### src/source/trig_acq_pkg.sv
package trig_acq_pkg;

    // Bus word layout
    localparam int SAMPLES_PER_CLK = 4;
    localparam int SAMPLE_WIDTH = 16;
    localparam int WORD_WIDTH = SAMPLES_PER_CLK * SAMPLE_WIDTH;

    // ADC code sits left aligned in each high-gain sample
    localparam int ADC_WIDTH = 12;
    localparam int ADC_LSB = SAMPLE_WIDTH - ADC_WIDTH;
    localparam logic [ADC_WIDTH-1:0] SAT_CODE = ADC_WIDTH'((1 << (ADC_WIDTH - 1)) - 1);

    // Acquisition lengths in words
    localparam int MAX_PRE_LEN = 8;
    localparam int MAX_POST_LEN = 8;
    localparam int MAX_LEN = (MAX_PRE_LEN > MAX_POST_LEN) ? MAX_PRE_LEN : MAX_POST_LEN;
    localparam int LEN_WIDTH = $clog2(MAX_LEN + 1);

    // Extension counter holds pre + post + 1
    localparam int EXT_WIDTH = $clog2(MAX_PRE_LEN + MAX_POST_LEN + 2);

endpackage

### src/source/edge_hit_detector.sv
`timescale 1ns/1ps

module edge_hit_detector (
    input  logic                                      ACLK,
    input  logic                                      rst_n,
    input  logic                                      set_config,
    input  logic [trig_acq_pkg::WORD_WIDTH-1:0]       lg_data,
    input  logic                                      data_valid,
    input  logic signed [trig_acq_pkg::SAMPLE_WIDTH-1:0] rise_thresh,
    input  logic signed [trig_acq_pkg::SAMPLE_WIDTH-1:0] fall_thresh,
    output logic                                      hit_start,
    output logic                                      hit_end,
    output logic                                      valid_d
);
    import trig_acq_pkg::*;

    logic signed [SAMPLE_WIDTH-1:0] sample [SAMPLES_PER_CLK];
    logic [SAMPLES_PER_CLK-1:0]     over;      // Above rise_thresh
    logic [SAMPLES_PER_CLK-1:0]     under;     // Below fall_thresh
    logic [SAMPLES_PER_CLK-1:0]     rise;
    logic                           last_over; // Last lane of previous valid word

    always_comb begin
        for (int i = 0; i < SAMPLES_PER_CLK; i++) begin
            sample[i] = $signed(lg_data[i*SAMPLE_WIDTH +: SAMPLE_WIDTH]);
            over[i]   = sample[i] > rise_thresh;
            under[i]  = sample[i] < fall_thresh;
        end
    end

    // Lane 0 is the oldest sample of the word
    always_comb begin
        rise[0] = over[0] & ~last_over; // Crossing at word boundary
        for (int i = 1; i < SAMPLES_PER_CLK; i++) begin
            rise[i] = over[i] & ~over[i-1];
        end
    end

    always_ff @(posedge ACLK) begin
        if (!rst_n || set_config) begin
            hit_start <= 1'b0;
            hit_end   <= 1'b0;
            valid_d   <= 1'b0;
            last_over <= 1'b0;
        end else begin
            hit_start <= data_valid & (|rise);
            hit_end   <= data_valid & (&under);
            valid_d   <= data_valid;
            if (data_valid) begin
                last_over <= over[SAMPLES_PER_CLK-1];
            end
        end
    end

endmodule

### src/source/gain_selector.sv
`timescale 1ns/1ps

module gain_selector (
    input  logic                                ACLK,
    input  logic                                rst_n,
    input  logic [trig_acq_pkg::WORD_WIDTH-1:0] lg_data,
    input  logic [trig_acq_pkg::WORD_WIDTH-1:0] hg_data,
    input  logic                                gain_mode,
    input  logic [trig_acq_pkg::LEN_WIDTH-1:0]  pre_len,
    output logic [trig_acq_pkg::WORD_WIDTH-1:0] out_data
);
    import trig_acq_pkg::*;

    // Two stages match the trigger latency
    logic [WORD_WIDTH-1:0] lg_s1;
    logic [WORD_WIDTH-1:0] lg_s2;
    logic [WORD_WIDTH-1:0] hg_s1;
    logic [WORD_WIDTH-1:0] hg_s2;
    logic [WORD_WIDTH-1:0] lg_dly [MAX_PRE_LEN];
    logic [WORD_WIDTH-1:0] hg_dly [MAX_PRE_LEN];
    logic [WORD_WIDTH-1:0] lg_tap;
    logic [WORD_WIDTH-1:0] hg_tap;

    always_ff @(posedge ACLK) begin
        if (!rst_n) begin
            lg_s1 <= '0;
            lg_s2 <= '0;
            hg_s1 <= '0;
            hg_s2 <= '0;
            for (int k = 0; k < MAX_PRE_LEN; k++) begin
                lg_dly[k] <= '0;
                hg_dly[k] <= '0;
            end
        end else begin
            lg_s1     <= lg_data;
            lg_s2     <= lg_s1;
            hg_s1     <= hg_data;
            hg_s2     <= hg_s1;
            lg_dly[0] <= lg_s2;
            hg_dly[0] <= hg_s2;
            for (int k = 1; k < MAX_PRE_LEN; k++) begin
                lg_dly[k] <= lg_dly[k-1];
                hg_dly[k] <= hg_dly[k-1];
            end
        end
    end

    // Tap at pre_len, zero means straight from stage two
    always_comb begin
        lg_tap = lg_s2;
        hg_tap = hg_s2;
        for (int k = 0; k < MAX_PRE_LEN; k++) begin
            if (pre_len == LEN_WIDTH'(k + 1)) begin
                lg_tap = lg_dly[k];
                hg_tap = hg_dly[k];
            end
        end
    end

    assign out_data = gain_mode ? lg_tap : hg_tap; // Low gain while saturated

endmodule

### src/source/saturation_detector.sv
`timescale 1ns/1ps

module saturation_detector (
    input  logic                                ACLK,
    input  logic                                rst_n,
    input  logic                                set_config,
    input  logic [trig_acq_pkg::WORD_WIDTH-1:0] hg_data,
    input  logic                                data_valid,
    input  logic                                trig_fall,
    output logic                                sat_hit,
    output logic                                gain_mode
);
    import trig_acq_pkg::*;

    logic [ADC_WIDTH-1:0]       adc_code [SAMPLES_PER_CLK];
    logic [SAMPLES_PER_CLK-1:0] lane_sat;

    always_comb begin
        for (int i = 0; i < SAMPLES_PER_CLK; i++) begin
            adc_code[i] = hg_data[i*SAMPLE_WIDTH + ADC_LSB +: ADC_WIDTH];
            lane_sat[i] = adc_code[i] == SAT_CODE;
        end
    end

    always_ff @(posedge ACLK) begin
        if (!rst_n || set_config) begin
            sat_hit <= 1'b0;
        end else begin
            sat_hit <= data_valid & (|lane_sat);
        end
    end

    // Low-gain mode held until the window closes, new saturation wins
    always_ff @(posedge ACLK) begin
        if (!rst_n || set_config) begin
            gain_mode <= 1'b0;
        end else if (sat_hit) begin
            gain_mode <= 1'b1;
        end else if (trig_fall) begin
            gain_mode <= 1'b0;
        end
    end

endmodule

### src/source/trig_acq_top.sv
`timescale 1ns/1ps

module trig_acq_top (
    input  logic                                         ACLK,
    input  logic                                         rst_n,
    input  logic                                         set_config,
    input  logic                                         stop,
    input  logic                                         data_valid,
    input  logic [trig_acq_pkg::WORD_WIDTH-1:0]          lg_data,
    input  logic [trig_acq_pkg::WORD_WIDTH-1:0]          hg_data,
    input  logic signed [trig_acq_pkg::SAMPLE_WIDTH-1:0] rise_thresh,
    input  logic signed [trig_acq_pkg::SAMPLE_WIDTH-1:0] fall_thresh,
    input  logic [trig_acq_pkg::LEN_WIDTH-1:0]           pre_len,
    input  logic [trig_acq_pkg::LEN_WIDTH-1:0]           post_len,
    output logic [trig_acq_pkg::WORD_WIDTH-1:0]          out_data,
    output logic                                         out_valid,
    output logic                                         gain_mode
);
    import trig_acq_pkg::*;

    logic hit_start;
    logic hit_end;
    logic valid_d;
    logic sat_hit;
    logic trig_fall;

    edge_hit_detector u_edge (
        .ACLK        (ACLK),
        .rst_n       (rst_n),
        .set_config  (set_config),
        .lg_data     (lg_data),
        .data_valid  (data_valid),
        .rise_thresh (rise_thresh),
        .fall_thresh (fall_thresh),
        .hit_start   (hit_start),
        .hit_end     (hit_end),
        .valid_d     (valid_d)
    );

    saturation_detector u_sat (
        .ACLK       (ACLK),
        .rst_n      (rst_n),
        .set_config (set_config),
        .hg_data    (hg_data),
        .data_valid (data_valid),
        .trig_fall  (trig_fall),
        .sat_hit    (sat_hit),
        .gain_mode  (gain_mode)
    );

    trigger_window u_window (
        .ACLK       (ACLK),
        .rst_n      (rst_n),
        .set_config (set_config),
        .stop       (stop),
        .hit_start  (hit_start),
        .hit_end    (hit_end),
        .sat_hit    (sat_hit),
        .valid_d    (valid_d),
        .pre_len    (pre_len),
        .post_len   (post_len),
        .gate       (out_valid),
        .trig_fall  (trig_fall)
    );

    gain_selector u_select (
        .ACLK      (ACLK),
        .rst_n     (rst_n),
        .lg_data   (lg_data),
        .hg_data   (hg_data),
        .gain_mode (gain_mode),
        .pre_len   (pre_len),
        .out_data  (out_data)
    );

endmodule

### src/source/trigger_window.sv
`timescale 1ns/1ps

module trigger_window (
    input  logic                               ACLK,
    input  logic                               rst_n,
    input  logic                               set_config,
    input  logic                               stop,
    input  logic                               hit_start,
    input  logic                               hit_end,
    input  logic                               sat_hit,
    input  logic                               valid_d,
    input  logic [trig_acq_pkg::LEN_WIDTH-1:0] pre_len,
    input  logic [trig_acq_pkg::LEN_WIDTH-1:0] post_len,
    output logic                               gate,
    output logic                               trig_fall
);
    import trig_acq_pkg::*;

    logic                 trigger;
    logic                 gate_d;
    logic [EXT_WIDTH-1:0] ext_cnt;  // Remaining gated cycles after trigger
    logic [EXT_WIDTH-1:0] ext_len;
    logic                 start;

    assign ext_len = EXT_WIDTH'(pre_len) + EXT_WIDTH'(post_len) + EXT_WIDTH'(1);
    assign start   = (hit_start | sat_hit) & ~stop & valid_d;

    // Set has priority over clear
    always_ff @(posedge ACLK) begin
        if (!rst_n || set_config) begin
            trigger <= 1'b0;
        end else if (start) begin
            trigger <= 1'b1;
        end else if (hit_end || !valid_d) begin
            trigger <= 1'b0;
        end
    end

    always_ff @(posedge ACLK) begin
        if (!rst_n || set_config) begin
            ext_cnt <= '0;
        end else if (trigger) begin
            ext_cnt <= ext_len; // Reload, restarts on retrigger
        end else if (ext_cnt != '0) begin
            ext_cnt <= ext_cnt - EXT_WIDTH'(1);
        end
    end

    always_ff @(posedge ACLK) begin
        if (!rst_n || set_config) begin
            gate_d <= 1'b0;
        end else begin
            gate_d <= gate;
        end
    end

    assign gate      = trigger | (ext_cnt != '0);
    assign trig_fall = gate_d & ~gate; // First cycle with gate low

endmodule

### config.mk
export PLATFORM = sky130hd
export DESIGN_NAME = trig_acq_top
export DESIGN_NICKNAME = d
export VERILOG_FILES = /design/src/source/trig_acq_pkg.sv /design/src/source/edge_hit_detector.sv /design/src/source/gain_selector.sv /design/src/source/saturation_detector.sv /design/src/source/trig_acq_top.sv /design/src/source/trigger_window.sv
export SDC_FILE = /design/constraint.sdc
export NUM_CORES = 2
export LEC_CHECK = 0
export BUFFER_PORTS_ARGS = -buffer_cell sky130_fd_sc_hd__clkbuf_2
export CORE_MARGIN = 1.5
export CORE_UTILIZATION = 35
export CTS_CLUSTER_SIZE = 10
export DETAILED_ROUTE_END_ITERATION = 12
export PLACE_DENSITY = 0.49
export SETUP_SLACK_MARGIN = 0.2
export SLEW_MARGIN = 20
export SYNTH_ARGS = -nofsm -noshare
export SYNTH_HDL_FRONTEND = slang
export SYNTH_HIERARCHICAL = 1
export SYNTH_SLANG_ARGS = --single-unit
### constraint.sdc
create_clock -name ACLK -period 2.1 [get_ports ACLK]
set_clock_uncertainty 0.15 [all_clocks]
set_input_delay 0 -clock ACLK [delete_from_list [all_inputs] [get_ports ACLK]]
set_output_delay 0 -clock ACLK [all_outputs]
set_load 0.03 [all_outputs]
==> impl_metrics.py <==
metrics = {
    "status": {
        "status": "finished, violations left",
        "violations": "setup timing",
    },
    "worst_setup_path": {
        "worst_ep_arrival_time_ns": 2.61,
        "required_ns": 1.95,
        "crit_path_start_kind": "flip-flop",
        "path_max_fanout": 2,
        "crit_type": "reg -> out",
        "r2r_setup_slack_ns": 0.25,
        "end_kind": "output pin",
    },
    "die": {
        "die_y_um": 385.0,
        "die_w_um": 385.0,
        "fp-row-count": 139,
        "io_pins": 239,
        "die_area_sq_mm": 0.1482,
        "core_area_sq_mm": 0.1442,
        "start_util": 0.3542,
    },
    "logic_synthesis": {
        "yosys-top-cells-count": "1,293 x dfxtp_1, 1,283 x and2_1, 331 x o21ai_0, 269 x clkbuf_1, 242 x a21oi_1",
        "synth_area_sq_mm": 0.05107,
        "yosysSeqAreaShare": 0.5069,
        "syn_inst": 5274,
        "synth.most_common_cell": "dfxtp_1",
        "yosysTopAreaCellShare": 0.5069,
        "syn_area_per_cell_sq_um": 9.683,
        "synth_fp_nets": 5577,
        "synth_edf_count": 0,
        "synth_ff_type": "dfxtp_1",
        "yosysTopAreaCell": "dfxtp_1",
        "yosys-top-cells-area": "dfxtp_1 51%, and2_1 16%, o21ai_0 3.2%, ha_1 3.2%, a21oi_1 2.4%",
        "ys_async_sr_fraction": 0,
        "synth_cell_type_count": 91,
        "ys_warn_count": 6,
        "synth-seq-cells": 1293,
    },
    "pwr": {
        "powerDensity_mw_per_mm2": 820.2,
        "ir_drop_mv": 1.109,
        "p_leak_nw": 28.66,
    },
    "worst_hold_path": {
        "hold_class": "in -> reg",
    },
    "sta": {
        "final_hold_viol_count": 0,
        "min_period_over_period": 1.317,
        "worst_slew_pin_slew_ns": 0.5951,
        "worst_slack_ns": -0.6647,
        "max_freq_ghz": 0.3617,
        "whs_ns": 0.03308,
        "setup_viol": 65,
        "rsz0062_at_grt": "true",
        "period_needed_ns": 2.765,
        "slew_headroom": 0.6033,
        "drv_slew": 0,
    },
    "drt": {
        "vias": 42110,
        "drc": 0,
        "ant_nets": 0,
        "wl_per_cell_um": 22.78,
        "drtPass1Iterations": 6,
        "drt-total-wl_um": 184500,
        "via_per_inst": 5.198,
        "drt_iter0_drc": 2816,
    },
    "cells_and_area": {
        "num-nets-final": 6437,
        "num-fill-cells": 13430,
        "area_delta_synth_final_pct": 35.88,
        "regArea_sq_mm": 0.02603,
        "drive_gt1_frac": 0.2293,
        "multi_input_area_sq_mm": 0.02536,
        "final_util": 0.4813,
        "fin_area_sq_mm": 0.06939,
    },
    "clock_network": {
        "cts_tree": "done",
        "path_clk_slew_ns": 0.06,
        "cts-htree-levels": 4,
        "clk_path_buf_depth": 3,
        "cts_root_buf": "clkbuf_16",
        "clock_latency_ns": 0.79,
        "clkSinkCount": 1293,
        "cts_buffers": 153,
    },
    "global_routing": {
        "antenna_found_initial": 15,
        "grt_pass1_vias": 42300,
        "grt_pass1_wl_um": 274100,
        "grt_usage": 0.2452,
        "grt_max_degree": 126,
        "grt_overflow": 0,
    },
    "placed_design": {
        "place.gp.congestion": 0.9071,
        "io_buffers": 238,
        "pre_cts_ws_ns": -0.3492,
        "place_area_sq_mm": 0.05818,
        "hpwl_um": 126900,
    },
    "flow_run": {
        "maxCapViolCount": 0,
    },
}
-- cells by family (layout without fill, tap and decap cells) --
| kind of cell | count (synthesis) | in the layout | synth area share |
|---|---|---|---|
| other | 0 | 6 | 0 |
| AO/OA/AOI/OAI | 1308 | 1308 | 0.1714 |
| adder cells (fa/ha/maj) | 130 | 130 | 0.03200 |
| multiplexers | 122 | 122 | 0.02582 |
| AND/OR/NAND/NOR | 1940 | 1940 | 0.2230 |
| XOR/XNOR | 5 | 5 | 0.0008575 |
| buffers and inverters | 476 | 1394 | 0.04006 |
| flip-flops | 1293 | 1293 | 0.5069 |
-- where the power goes --
part	switching (mW)	internal, mW
clock network	10.4	13.9
registers	0.296	25.0
logic	3.95	3.39
-- layout make-up --
| type | instances | area share |
|---|---|---|
| antenna | 6 | 0.0002164 |
| multi-input combinational | 3505 | 0.3654 |
| timing repair buffer | 1124 | 0.1580 |
| sequential | 1293 | 0.3752 |
| tap | 1903 | 0.03431 |
| inverter | 57 | 0.003480 |
| clock inverter | 16 | 0.003462 |
| clock buffer | 197 | 0.05992 |
-- layer usage --
metal  part of all wire  up-vias  GRT usage
met3              0.042      283    0.03077
li1                   -    20060          -
met5                  0        -          0
met1               0.46    20700     0.3299
met2               0.47     1074     0.4039
met4              0.031        0    0.08392
-- final timing paths --
check                         startpoint                  end  cells after the start
setup / recovery  u_select/lg_dly[0][62]         out_data[62]                      7
hold reg to reg       u_select/lg_s1[26]   u_select/lg_s2[26]                      1
hold / removal               hg_data[56]   u_select/hg_s1[56]                      3
setup reg to reg     u_window/ext_cnt[0]  u_window/ext_cnt[0]                      7
-- metrics by stage --
stage / instances / power (mW) / TNS (ns)
after floorplan: 5274 / 28.92 / -0.03711
after global placement: 7502 / 31.73 / -13.30
after detailed placement: 7502 / 31.75 / -13.96
after CTS: 8074 / 57.28 / -26.64
after global routing: 8098 / 59.02 / -29.92
final: 8101 / 56.91 / -25.61
-- worst max-delay path, stage by stage, from the launching register on --
cell	delay, ns
dfxtp_2	0.32
or4bb_4	0.48
a21oi_4	0.17
a2111oi_4	0.05
buf_4	0.16
o21a_4	0.20
o32ai_4	0.21
clkbuf_8	0.25
-- cells in the final DEF (no fill, tap or decap), drive strengths merged, types with 10 or more instances in the layout --
| cell type | count |
|---|---|
| a211o | 19 |
| a211oi | 56 |
| a21o | 88 |
| a21oi | 245 |
| a221oi | 51 |
| a22o | 33 |
| a22oi | 91 |
| a2bb2oi | 33 |
| a311oi | 21 |
| a31oi | 18 |
| a32oi | 21 |
| and2 | 1283 |
| buf | 600 |
| clkbuf | 399 |
| dfxtp | 1293 |
| dlygate4sd3 | 316 |
| ha | 129 |
| inv | 62 |
| mux2 | 48 |
| mux2i | 71 |
| nand2 | 149 |
| nand2b | 54 |
| nand3 | 15 |
| nand4 | 40 |
| nor2 | 168 |
| nor2b | 77 |
| nor3 | 73 |
| o211ai | 21 |
| o21ai | 334 |
| o221ai | 65 |
| o22a | 13 |
| o22ai | 78 |
| o2bb2ai | 10 |
| o31ai | 22 |
| o32ai | 30 |
| or3 | 25 |
-- timing repair --
action	4_1_cts	5_1_grt
resized for setup	510	184
pin swaps	123	90
hold buffers	319	5
hold endpoints to repair	1136	6
setup buffers	33	17
setup endpoints to repair	66	70
cloned	7	1
-- state kept, by name, indices dropped and copies added, names as in the netlist, 5 cells and up --
name	count
u_select/hg_dly	512
u_select/lg_dly	512
u_select/hg_s1	64
u_select/hg_s2	64
u_select/lg_s1	64
u_select/lg_s2	64
u_window/ext_cnt	5
(Power assumes the default switching activity.)
